`src/io_bus_pkg.sv`:
```
package io_bus_pkg;

   // Bus widths of the CPU I/O port.
   localparam int ADDR_W = 16;
   localparam int DATA_W = 8;

   // Timer register map.
   localparam logic [ADDR_W-1:0] DIV_ADDR  = 16'hFF04; // Divider, read only.
   localparam logic [ADDR_W-1:0] TIMA_ADDR = 16'hFF05; // Counter.
   localparam logic [ADDR_W-1:0] TMA_ADDR  = 16'hFF06; // Reload value.
   localparam logic [ADDR_W-1:0] TAC_ADDR  = 16'hFF07; // Control.
   localparam logic [ADDR_W-1:0] IF_ADDR   = 16'hFF0F; // Interrupt flags.

   // Register access modes.
   localparam logic [1:0] MODE_RW = 2'b00;
   localparam logic [1:0] MODE_WO = 2'b01;
   localparam logic [1:0] MODE_RO = 2'b10;

   // Prescaler width. DIV shows its upper eight bits.
   localparam int PRESCALE_W = 12;

   // TAC layout.
   localparam int TAC_EN_BIT = 2;        // Timer enable.
   localparam int TAC_SEL_W  = 2;        // Clock select field in bits 1:0.
   localparam int TICK_BIT_LO = 3;       // Select code 0 watches prescaler bit 3.

   // IF bit raised on counter overflow.
   localparam int TIMER_IRQ_BIT = 2;

   // Registers that feed the read data network.
   localparam int NUM_REGS = 5;

   // Internal bus from the bridge to every register.
   typedef struct packed {
      logic [ADDR_W-1:0] addr;
      logic              we;    // One-cycle write strobe.
      logic              re;    // One-cycle read strobe.
      logic [DATA_W-1:0] wdata;
   } io_bus_t;

   // Wishbone classic request from the master.
   typedef struct packed {
      logic              cyc;
      logic              stb;
      logic              we;
      logic [ADDR_W-1:0] adr;
      logic [DATA_W-1:0] dat;
   } wb_req_t;

   // Wishbone classic response to the master.
   typedef struct packed {
      logic              ack;
      logic [DATA_W-1:0] dat;
   } wb_rsp_t;

endpackage

```
`src/io_register.sv`:
```
module io_register import io_bus_pkg::*; #(
   parameter logic [ADDR_W-1:0] REG_ADDR      = '0,      // Address the register answers to.
   parameter logic [DATA_W-1:0] RST_VAL       = '0,      // Value after reset or clear on read.
   parameter bit                FORWARD       = 1'b0,    // Return module write data on a read.
   parameter bit                RESET_ON_READ = 1'b0,    // Clear after a bus read.
   parameter logic [1:0]        MODE          = MODE_RW  // RW, WO or RO.
) (
   input  logic              I_CLK,
   input  logic              I_SYNC_RESET,

   // CPU side.
   input  io_bus_t           bus,
   output logic [DATA_W-1:0] bus_rdata,   // Zero unless this register is being read.

   // Module side.
   input  logic [DATA_W-1:0] data_wr,
   input  logic              wr_en,
   output logic [DATA_W-1:0] value,
   output logic              bus_wait     // CPU write to this register in this cycle.
);

   logic [DATA_W-1:0] value_q;
   logic [DATA_W-1:0] rd_val;
   logic              addr_hit;
   logic              bus_wr;
   logic              bus_rd;

   assign addr_hit = (bus.addr == REG_ADDR);

   // A read only register ignores CPU writes.
   assign bus_wr = addr_hit & bus.we & (MODE != MODE_RO);

   // A write only register never drives read data.
   assign bus_rd = addr_hit & bus.re & (MODE != MODE_WO);

   // The module side must back off while the CPU writes.
   assign bus_wait = bus_wr;

   assign value = value_q;

   // Forwarding shows the value about to be written by the module.
   assign rd_val = (FORWARD && wr_en) ? data_wr : value_q;

   // Each register drives zero when idle so the bridge can OR all of them.
   assign bus_rdata = bus_rd ? rd_val : '0;

   always_ff @(posedge I_CLK) begin
      if (I_SYNC_RESET) begin
         value_q <= RST_VAL;
      end else if (RESET_ON_READ && bus_rd) begin
         value_q <= RST_VAL;                    // Read clears, even over a module write.
      end else if (bus_wr) begin
         value_q <= bus.wdata;                  // CPU write wins.
      end else if (wr_en) begin
         value_q <= data_wr;                    // Module update.
      end
   end

endmodule

```
`src/wb_io_bridge.sv`:
```
module wb_io_bridge import io_bus_pkg::*; (
   input  logic              I_CLK,
   input  logic              I_SYNC_RESET,

   // Wishbone classic slave port.
   input  wb_req_t           wb_req,
   output wb_rsp_t           wb_rsp,

   // Internal register bus.
   output io_bus_t           bus,
   input  logic [DATA_W-1:0] rdata [NUM_REGS]
);

   logic              busy_q;     // Request already strobed, waiting for stb to drop.
   logic              strobe;     // First cycle of a new request.
   logic              ack_q;
   logic [DATA_W-1:0] rd_or;
   logic [DATA_W-1:0] rdat_q;

   // Only the first cycle of a held request reaches the registers.
   assign strobe = wb_req.cyc & wb_req.stb & ~busy_q;

   always_comb begin
      bus.addr  = wb_req.adr;
      bus.wdata = wb_req.dat;
      bus.we    = strobe & wb_req.we;
      bus.re    = strobe & ~wb_req.we;
   end

   // Idle registers return zero, so a plain OR selects the addressed one.
   always_comb begin
      rd_or = '0;
      for (int i = 0; i < NUM_REGS; i++) begin
         rd_or = rd_or | rdata[i];
      end
   end

   // Busy follows the request and clears once the master drops stb.
   always_ff @(posedge I_CLK) begin
      if (I_SYNC_RESET) begin
         busy_q <= 1'b0;
         ack_q  <= 1'b0;
      end else begin
         busy_q <= wb_req.cyc & wb_req.stb;
         ack_q  <= strobe;                    // One ack per request.
      end
   end

   // Read data is sampled in the strobe cycle and held until the next one.
   always_ff @(posedge I_CLK) begin
      if (strobe) begin
         rdat_q <= rd_or;                     // Zero for a write.
      end
   end

   assign wb_rsp.ack = ack_q;
   assign wb_rsp.dat = rdat_q;

endmodule

```
`src/timer_unit.sv`:
```
module timer_unit import io_bus_pkg::*; (
   input  logic              I_CLK,
   input  logic              I_SYNC_RESET,

   // Current register contents.
   input  logic [DATA_W-1:0] tima,
   input  logic [DATA_W-1:0] tma,
   input  logic [DATA_W-1:0] tac,
   input  logic [DATA_W-1:0] irq_flags,

   // CPU write in progress on TIMA or IF.
   input  logic              tima_wait,
   input  logic              if_wait,

   // Module write ports.
   output logic [DATA_W-1:0] div_data,
   output logic              div_wr_en,
   output logic [DATA_W-1:0] tima_data,
   output logic              tima_wr_en,
   output logic [DATA_W-1:0] if_data,
   output logic              if_wr_en
);

   logic [PRESCALE_W-1:0] prescale_q;     // Free-running divider.
   logic [PRESCALE_W-1:0] prescale_nxt;
   logic                  run_q;          // Low for the first cycle out of reset.
   logic                  sel_bit;        // Prescaler bit picked by TAC.
   logic                  sel_prev_q;     // Last cycle's sel_bit for edge detection.
   logic                  tick;
   logic                  overflow;
   logic                  irq_req;
   logic                  irq_pend_q;     // Flag set held off by a CPU write to IF.

   assign prescale_nxt = prescale_q + PRESCALE_W'(1);

   always_ff @(posedge I_CLK) begin
      if (I_SYNC_RESET) begin
         prescale_q <= '0;
         run_q      <= 1'b0;
      end else begin
         prescale_q <= prescale_nxt;
         run_q      <= 1'b1;
      end
   end

   // DIV gets the upper prescaler bits of the next count, so it
   // tracks the prescaler exactly. Missing the first write is harmless
   // since bit 4 cannot have flipped yet.
   assign div_data  = prescale_nxt[PRESCALE_W-1 -: DATA_W];
   assign div_wr_en = run_q;

   // Select codes 0..3 watch bits 3, 5, 7, 9 for periods 16 to 1024.
   assign sel_bit = prescale_q[TICK_BIT_LO + 2 * tac[TAC_SEL_W-1:0]];

   always_ff @(posedge I_CLK) begin
      if (I_SYNC_RESET) begin
         sel_prev_q <= 1'b0;
      end else begin
         sel_prev_q <= sel_bit;
      end
   end

   // Count on a falling edge of the watched bit.
   assign tick     = tac[TAC_EN_BIT] & sel_prev_q & ~sel_bit;
   assign overflow = tick & (&tima);      // Tick at FF reloads.

   // A CPU write to TIMA drops the tick, reload included.
   assign tima_wr_en = tick & ~tima_wait;
   assign tima_data  = overflow ? tma : tima + DATA_W'(1);

   // New overflow or one left over from a blocked cycle.
   assign irq_req = (overflow & ~tima_wait) | irq_pend_q;

   assign if_wr_en = irq_req & ~if_wait;
   assign if_data  = irq_flags | (DATA_W'(1) << TIMER_IRQ_BIT);   // Keep other flags.

   always_ff @(posedge I_CLK) begin
      if (I_SYNC_RESET) begin
         irq_pend_q <= 1'b0;
      end else begin
         irq_pend_q <= irq_req & if_wait;  // Retry next cycle.
      end
   end

endmodule

```
`src/io_timer_top.sv`:
```
module io_timer_top import io_bus_pkg::*; (
   input  logic    I_CLK,
   input  logic    I_SYNC_RESET,
   input  wb_req_t wb_req,
   output wb_rsp_t wb_rsp
);

   io_bus_t           bus;
   logic [DATA_W-1:0] reg_rdata [NUM_REGS];   // One slot per register.

   // Register values seen by the timer.
   logic [DATA_W-1:0] tima_value;
   logic [DATA_W-1:0] tma_value;
   logic [DATA_W-1:0] tac_value;
   logic [DATA_W-1:0] if_value;

   // Timer write ports.
   logic [DATA_W-1:0] div_data;
   logic              div_wr_en;
   logic [DATA_W-1:0] tima_data;
   logic              tima_wr_en;
   logic [DATA_W-1:0] if_data;
   logic              if_wr_en;
   logic              tima_wait;
   logic              if_wait;

   wb_io_bridge wb_io_bridge_inst (
      .I_CLK        (I_CLK),
      .I_SYNC_RESET (I_SYNC_RESET),
      .wb_req       (wb_req),
      .wb_rsp       (wb_rsp),
      .bus          (bus),
      .rdata        (reg_rdata)
   );

   // DIV only changes from the timer side.
   io_register #(.REG_ADDR(DIV_ADDR), .MODE(MODE_RO)) div_reg (
      .I_CLK (I_CLK), .I_SYNC_RESET (I_SYNC_RESET), .bus (bus), .bus_rdata (reg_rdata[0]),
      .data_wr (div_data), .wr_en (div_wr_en), .value (), .bus_wait ()
   );

   io_register #(.REG_ADDR(TIMA_ADDR)) tima_reg (
      .I_CLK (I_CLK), .I_SYNC_RESET (I_SYNC_RESET), .bus (bus), .bus_rdata (reg_rdata[1]),
      .data_wr (tima_data), .wr_en (tima_wr_en), .value (tima_value), .bus_wait (tima_wait)
   );

   // TMA and TAC are CPU owned, so their module ports stay idle.
   io_register #(.REG_ADDR(TMA_ADDR)) tma_reg (
      .I_CLK (I_CLK), .I_SYNC_RESET (I_SYNC_RESET), .bus (bus), .bus_rdata (reg_rdata[2]),
      .data_wr ('0), .wr_en (1'b0), .value (tma_value), .bus_wait ()
   );

   io_register #(.REG_ADDR(TAC_ADDR)) tac_reg (
      .I_CLK (I_CLK), .I_SYNC_RESET (I_SYNC_RESET), .bus (bus), .bus_rdata (reg_rdata[3]),
      .data_wr ('0), .wr_en (1'b0), .value (tac_value), .bus_wait ()
   );

   // IF returns a flag set in flight and clears when read.
   io_register #(.REG_ADDR(IF_ADDR), .FORWARD(1'b1), .RESET_ON_READ(1'b1)) if_reg (
      .I_CLK (I_CLK), .I_SYNC_RESET (I_SYNC_RESET), .bus (bus), .bus_rdata (reg_rdata[4]),
      .data_wr (if_data), .wr_en (if_wr_en), .value (if_value), .bus_wait (if_wait)
   );

   timer_unit timer_unit_inst (
      .I_CLK        (I_CLK),
      .I_SYNC_RESET (I_SYNC_RESET),
      .tima         (tima_value),
      .tma          (tma_value),
      .tac          (tac_value),
      .irq_flags    (if_value),
      .tima_wait    (tima_wait),
      .if_wait      (if_wait),
      .div_data     (div_data),
      .div_wr_en    (div_wr_en),
      .tima_data    (tima_data),
      .tima_wr_en   (tima_wr_en),
      .if_data      (if_data),
      .if_wr_en     (if_wr_en)
   );

endmodule

```
`config.mk`:
```
export PLATFORM = sky130hd
export DESIGN_NAME = io_timer_top
export DESIGN_NICKNAME = d
export VERILOG_FILES = /design/src/io_bus_pkg.sv /design/src/io_register.sv /design/src/wb_io_bridge.sv /design/src/timer_unit.sv /design/src/io_timer_top.sv
export SDC_FILE = /design/constraint.sdc
export NUM_CORES = 1
export LEC_CHECK = 0
export BUFFER_PORTS_ARGS = -buffer_cell sky130_fd_sc_hd__buf_4
export CORE_MARGIN = 2
export CORE_UTILIZATION = 53
export CTS_BUF_LIST = sky130_fd_sc_hd__clkbuf_8
export DETAILED_ROUTE_END_ITERATION = 8
export GPL_ROUTABILITY_DRIVEN = 0
export GPL_TIMING_DRIVEN = 1
export HOLD_SLACK_MARGIN = 0.06
export PLACE_DENSITY = 0.74
export SYNTH_ARGS = -nofsm -noshare
export SYNTH_HDL_FRONTEND = slang
export SYNTH_SLANG_ARGS = --single-unit
export TNS_END_PERCENT = 50
```
`constraint.sdc`:
```
create_clock -name I_CLK -period 4.1 [get_ports I_CLK]
set_input_delay 0.615 -clock I_CLK [delete_from_list [all_inputs] [get_ports I_CLK]]
set_output_delay 0.615 -clock I_CLK [all_outputs]
set_load 0.02 [all_outputs]
```
== Word-level counts from Yosys, hierarchy flattened ==
Index checks and enable logic that the tools add are counted.

* Output and inout port bits: 9
* Register bits: 65
* Input bits: 29
* Word-level logic and storage cells: 67

* Bitwise operators: 30
* Muxes and demuxes: 13
* Add/subtract/negate cells: 3
* Reductions and logical operators: 3
* Equal/unequal tests: 5
* $lt $le $gt $ge: 1

{| class="wikitable"
|+ Operator list
! kind !! count
|-
| 16-bit equality test (second input constant) || 5
|-
| 8-bit 2-to-1 mux || 9
|-
| 32-bit by 5-bit < comparator with 1-bit output (second input constant) || 1
|-
| 8-bit OR || 4
|-
| 1-bit AND || 20
|-
| 12-bit by 1-bit adder with 12-bit output (second input constant) || 1
|-
| 8-bit by 1-bit adder with 8-bit output (second input constant) || 1
|-
| 8-bit AND reduction || 1
|-
| 1-bit inverter || 5
|-
| 2-bit by 3-bit adder with 4-bit output (first input constant) || 1
|-
| 1-bit binary-select mux with 4-bit select || 1
|-
| 3-bit 2-to-1 mux || 1
|-
| 1-bit 2-to-1 mux || 2
|-
| 2-bit nonzero test || 1
|-
| 2-bit OR reduction || 1
|-
| 1-bit OR || 1
|}

== Depth between registers and ports, before layout ==
* Word-level depth: 12
* Depth in mapped cells: 8

== Modules after synthesis ==
A second synthesis with hierarchy kept.

* Cell total of the unflattened synthesis: 464
* Area, all modules: 4359.2 µm²

{| class="wikitable"
|+ Modules (own cells, without submodules)
! module !! instances !! area each (µm²) !! sequential area each (µm²) !! cells each
|-
| io_register (tima_reg ...) || 2 || 604.3 || 160.2 || 59
|-
| timer_unit || 1 || 1016.0 || 300.3 || 120
|-
| wb_io_bridge || 1 || 604.3 || 280.3 || 65
|-
| io_register (tac_reg) || 1 || 601.8 || 160.2 || 59
|-
| io_register (if_reg) || 1 || 486.7 || 160.2 || 52
|-
| io_register (div_reg) || 1 || 437.9 || 160.2 || 49
|-
| io_timer_top || 1 || 3.8 || 0.0 || 1
|}

== Worst setup path before layout ==
OpenSTA, ideal clock, no wires.

* Kind: reg-to-reg
* Start point: register tac_reg.value_q[0], in the netlist tac_reg.value[0]
* End point: register tima_reg.value_q[0], in the netlist tima_reg.value[0]
* Data arrival time: 2153 ps
* Cell stages (with the launch flop): 8
* Slack: 1831 ps
* Path through: dfxtp_1 -> ha_1 -> mux2_4 -> a222oi_1 -> and2_4 -> buf_8 -> o211ai_1 -> a31o_2

* Longest elaborated chain between the ends: 9
* Elaborated cells between the ends (all ways): 11
* Classes of those cells: add/sub: 1; mux: 5; bitwise: 4; reduce/logical: 1

{| class="wikitable"
|+ Ends and longest elaborated chain
! element !! line !! source
|-
| from (decl) || io_register.sv:22 || <nowiki>logic [DATA_W-1:0] value_q;</nowiki>
|-
| from (signal assigned) || io_register.sv:53 || <nowiki>value_q <= bus.wdata;</nowiki>
|-
| from (signal assigned) || io_register.sv:55 || <nowiki>value_q <= data_wr;</nowiki>
|-
| 2-bit by 3-bit adder with 4-bit output * || timer_unit.sv:53 || <nowiki>assign sel_bit = prescale_q[TICK_BIT_LO + 2 * tac[TAC_SEL_W-1:0]];</nowiki>
|-
| 1-bit binary-select mux with 4-bit select * || timer_unit.sv:53 ||
|-
| 1-bit 2-to-1 mux (implied by the code) * || timer_unit.sv:53 ||
|-
| 1-bit inverter * || timer_unit.sv:64 || <nowiki>assign tick = tac[TAC_EN_BIT] & sel_prev_q & ~sel_bit;</nowiki>
|-
| 1-bit AND * || timer_unit.sv:64 ||
|-
| 1-bit AND || timer_unit.sv:65 || <nowiki>assign overflow = tick & (&tima);</nowiki>
|-
| 8-bit 2-to-1 mux || timer_unit.sv:69 || <nowiki>assign tima_data = overflow ? tma : tima + DATA_W'(1);</nowiki>
|-
| 8-bit 2-to-1 mux || io_register.sv:54 || <nowiki>end else if (wr_en) begin</nowiki>
|-
| 8-bit 2-to-1 mux || io_register.sv:52 || <nowiki>end else if (bus_wr) begin</nowiki>
|-
| to (signal assigned) || io_register.sv:53 ||
|-
| to (signal assigned) || io_register.sv:55 ||
|-
| to (decl) || io_register.sv:22 ||
|}

Every way passes the cells marked *; elsewhere a longest branch is shown, timed or not. The select of a mux whose other input is x is not followed.
A chain may end at the register's enable or synchronous reset.

== Worst setup path in the final report ==
* Start point: register tac_reg.value_q[0], in the netlist tac_reg.value[0]
* End point: register wb_io_bridge_inst.rdat_q[2] (data pin)

* Longest elaborated chain between the ends: 12

{| class="wikitable"
|+ Ends and longest elaborated chain
! element !! line !! source
|-
| 2-bit by 3-bit adder with 4-bit output || timer_unit.sv:53 ||
|-
| 1-bit binary-select mux with 4-bit select || timer_unit.sv:53 ||
|-
| 1-bit 2-to-1 mux (implied by the code) || timer_unit.sv:53 ||
|-
| 1-bit inverter || timer_unit.sv:64 ||
|-
| 1-bit AND || timer_unit.sv:64 ||
|-
| 1-bit AND || timer_unit.sv:65 ||
|-
| 1-bit AND || timer_unit.sv:72 || <nowiki>assign irq_req = (overflow & ~tima_wait) | irq_pend_q;</nowiki>
|-
| 1-bit OR || timer_unit.sv:72 ||
|-
| 1-bit AND || timer_unit.sv:74 || <nowiki>assign if_wr_en = irq_req & ~if_wait;</nowiki>
|-
| 3-bit 2-to-1 mux || io_register.sv:42 || <nowiki>assign rd_val = (FORWARD && wr_en) ? data_wr : value_q;</nowiki>
|-
| 8-bit 2-to-1 mux || io_register.sv:45 || <nowiki>assign bus_rdata = bus_rd ? rd_val : '0;</nowiki>
|-
| 8-bit OR || wb_io_bridge.sv:34 || <nowiki>rd_or = rd_or | rdata[i];</nowiki>
|-
| via wb_io_bridge_inst.rd_or[2] || wb_io_bridge.sv:17 || <nowiki>logic [DATA_W-1:0] rd_or;</nowiki>
|-
| to (signal assigned) || wb_io_bridge.sv:52 || <nowiki>rdat_q <= rd_or;</nowiki>
|-
| to (decl) || wb_io_bridge.sv:18 || <nowiki>logic [DATA_W-1:0] rdat_q;</nowiki>
|}

The timed path passes the listed nets, and every way through them passes these cells. The select of a mux whose other input is x is not followed.

==> out/results.tsv <==
metric	value	unit
outcome	completed	
drv.max_cap_violation_count	0	
i_o_pin_count	38	
synth_mux_area_share	6.60	%
global_route.usage.total	25.0	%
postLayoutCellArea	3450	um^2
synth.avg_cell_area	9.14	um^2
simple_gate_portion_of_the_synthesized_area	22.5	%
r2r.worst_path.cells	6	
die_h	79.2	um
first_global_vias	2406	
leakagePower	1.36	nW
cts.clk_slew.worst_paths	0.07	ns
via_count	2607	
finalWirelength	7440	um
place.detailed.hpwl	5340	um
worst_case_headroom_to_the_max_slew_limit	45.9	%
num-fill-cells	484	
worstPathArrival	2.84	ns
die-area	6270	um^2
largest_net_degree_at_the_start_of_global_routing	44	
final-hold-violation-count	0	
synth_enable_flop_cells	8	
unrepaired_setup_endpoints_after_global_routing	no	
die_width	79.2	um
tritoncts	done	
critPathLaunchType	register	
routed_via_density	6.05	
htreeDepth	3	
synth_ff_type	sky130_fd_sc_hd__dfxtp_1	
synth_top_cell_area_share	38.1	%
power_per_cell_area	372	nW/um^2
antenna_cells	0	
synth_compound_gate_area_share	15.5	%
clockBufferDepth	2	
largest_driver_fanout_on_the_critical_path	12	
fin_tns_setup	0	ns
post_synth_xor_area_fraction	3.51	%
ranking_of_synthesized_cells_by_instance_count	sky130_fd_sc_hd__dfxtp_1, sky130_fd_sc_hd__nor2_1, sky130_fd_sc_hd__nand2_1, sky130_fd_sc_hd__nand3_1, sky130_fd_sc_hd__mux2i_1	
final_min_period	2.68	ns
slew_violations	0	
cts-resized-gates	0	
grt_pass1_wl	12000	um
numCtsBuffers	9	
adder_and_majority_cell_fraction_of_the_synthesized_area	1.25	%
timing.critical_path.to_type	register	
layout-area-overhead-vs-synth	15.3	%
row_count	27	
synth.area.top_cells	sky130_fd_sc_hd__dfxtp_1, sky130_fd_sc_hd__edfxtp_1, sky130_fd_sc_hd__nor2_1	
share_of_cells_above_drive_strength_1	17.5	%
cts_root_buffer	sky130_fd_sc_hd__clkbuf_8	
dpl_cell_area	3250	um^2
antenna_found_initial	0	
synth_seq_area_share	46.1	%
cts_setup_buffers	0	
layout.nets	386	
post-synth-top-count-cell	sky130_fd_sc_hd__dfxtp_1	
final_design_utilization	63.1	%
cts_hold_buffers	0	
clock_sinks	65	
buffer_ports.inserted	37	
antenna_violating_nets_post_route	0	
max_stage_delay	0.74	ns
floorplan.initialDensity	54.8	%
core_area	5470	um^2
hold_path_depth	1	
synthArstFlopShare	0	%
min_path_type	reg2reg	
drt_drc_violations_left	0	
syn-instance-count	328	
synthesis.area	3000	um^2
worstPathCellList	ha_1, mux2_4, a222oi_1, and2_4, a311oi_1, o221ai_1	
synth.lib_cells_used.distinct	55	
gr-total-overflow	0	
netlist.top_cell.by_area	sky130_fd_sc_hd__dfxtp_1	
syn-num-nets	360	
synth_top_family_by_area	simple AND/OR/NAND/NOR gates	
post_drt_wl_per_cell	17.3	um
drt-initial-drc-count	292	
synth-warning-count	0	
final.period_utilization	65.3	%
clock_network_latency_to_the_later_pin_of_the_worst_skew_pair	0.34	ns
worst-endpoint-required	4.27	ns
critical-path-slowest-cell	sky130_fd_sc_hd__a222oi_1	
drt-pass1-iter-count	7	
final_clock_skew	0.00928	ns
fmax	374	MHz
synth_seq_cells	65	
critical_path_class	reg2reg	
finalSetupViolations	0	
tightest_slew	0.812	ns
max-vdd-ir-drop	0.271	mV
==> final cells by class <==
cell class                      count  area, um^2  area share (%)
Sequential cell                    65        1380            40.0
Tap cell                           72        90.1            2.61
Timing Repair Buffer               38         285            8.26
Clock buffer                       11         151            4.38
Clock inverter                      5        53.8            1.56
Inverter                            4        15.0           0.435
Multi-Input combinational cell    236        1480            42.8
==> logic make-up after synthesis <==
| family | Yosys count |
|---|---|
| adder cells (fa/ha/maj) | 3 |
| multiplexers | 19 |
| flip-flops | 65 |
| AO/OA/AOI/OAI | 65 |
| AND/OR/NAND/NOR | 137 |
| XOR/XNOR | 12 |
| buffers and inverters | 27 |
==> worst max-delay path, delay by kind of cell (launching register included) <==
kind | cells | cell delay, ns
adder cells (fa/ha/maj) | 1 | 0.26
AND/OR/NAND/NOR | 1 | 0.36
flip-flops | 1 | 0.45
AO/OA/AOI/OAI | 3 | 1.11
multiplexers | 1 | 0.31
==> through the flow <==
stage               power, W  cells  setup slack (ns)  hold slack, ns
global route         0.00133    431              1.11           0.473
detailed placement  0.000743    415              1.30           0.437
CTS                  0.00129    431              1.42           0.454
finish               0.00128    431              1.42           0.454
global placement    0.000742    415              1.33           0.429
floorplan           0.000705    328              1.83           0.413
==> cell usage in the layout (no fill, tap or decap), types with 5 or more instances in the layout <==
cell / count
sky130_fd_sc_hd__nand4_1: 11
sky130_fd_sc_hd__a22oi_1: 9
sky130_fd_sc_hd__nor2_1: 51
sky130_fd_sc_hd__edfxtp_1: 8
sky130_fd_sc_hd__xor2_1: 7
sky130_fd_sc_hd__a211oi_1: 10
sky130_fd_sc_hd__mux2i_1: 16
sky130_fd_sc_hd__xnor2_1: 5
sky130_fd_sc_hd__and4_1: 5
sky130_fd_sc_hd__buf_4: 38
sky130_fd_sc_hd__nand2_1: 28
sky130_fd_sc_hd__a222oi_1: 8
sky130_fd_sc_hd__o32ai_1: 5
sky130_fd_sc_hd__dfxtp_1: 57
sky130_fd_sc_hd__clkbuf_8: 11
sky130_fd_sc_hd__a21oi_1: 12
sky130_fd_sc_hd__nand3_1: 18
sky130_fd_sc_hd__o21ai_0: 8
==> registers in the layout, summed over array words and instances (netlist names), 8 cells and up <==
register,cells
if_reg.value,8
tima_reg.value,8
tma_reg.value,8
div_reg.value,8
timer_unit_inst.prescale_q,12
wb_io_bridge_inst.rdat_q,8
tac_reg.value,8
==> per-layer routing <==
layer  vias up  track usage [%]  wire length (um)
met5         -                0                 0
li1       1257                -                 -
met4         0             10.2               247
met3        21             7.39               525
met2       118             39.2              3440
met1      1211             32.4              3230
==> final timing paths <==
kind / slack, ns / start / end
setup / recovery: 1.42 / tac_reg.value[0] / wb_io_bridge_inst.rdat_q[2]
hold / removal: 0.45 / timer_unit_inst.prescale_q[0] / timer_unit_inst.prescale_q[0]
setup reg to reg: 1.42 / tac_reg.value[0] / wb_io_bridge_inst.rdat_q[2]
hold reg to reg: 0.45 / timer_unit_inst.prescale_q[0] / timer_unit_inst.prescale_q[0]
==> power breakdown <==
group / internal, W / total, W / leakage, nW / switching [W]
registers: 0.000653 / 0.000662 / 0.540 / 0.00000836
logic: 0.0000312 / 0.0000672 / 0.711 / 0.0000360
clock network: 0.000312 / 0.000555 / 0.109 / 0.000243
No activity file was read; power rests on OpenSTA's default activity.
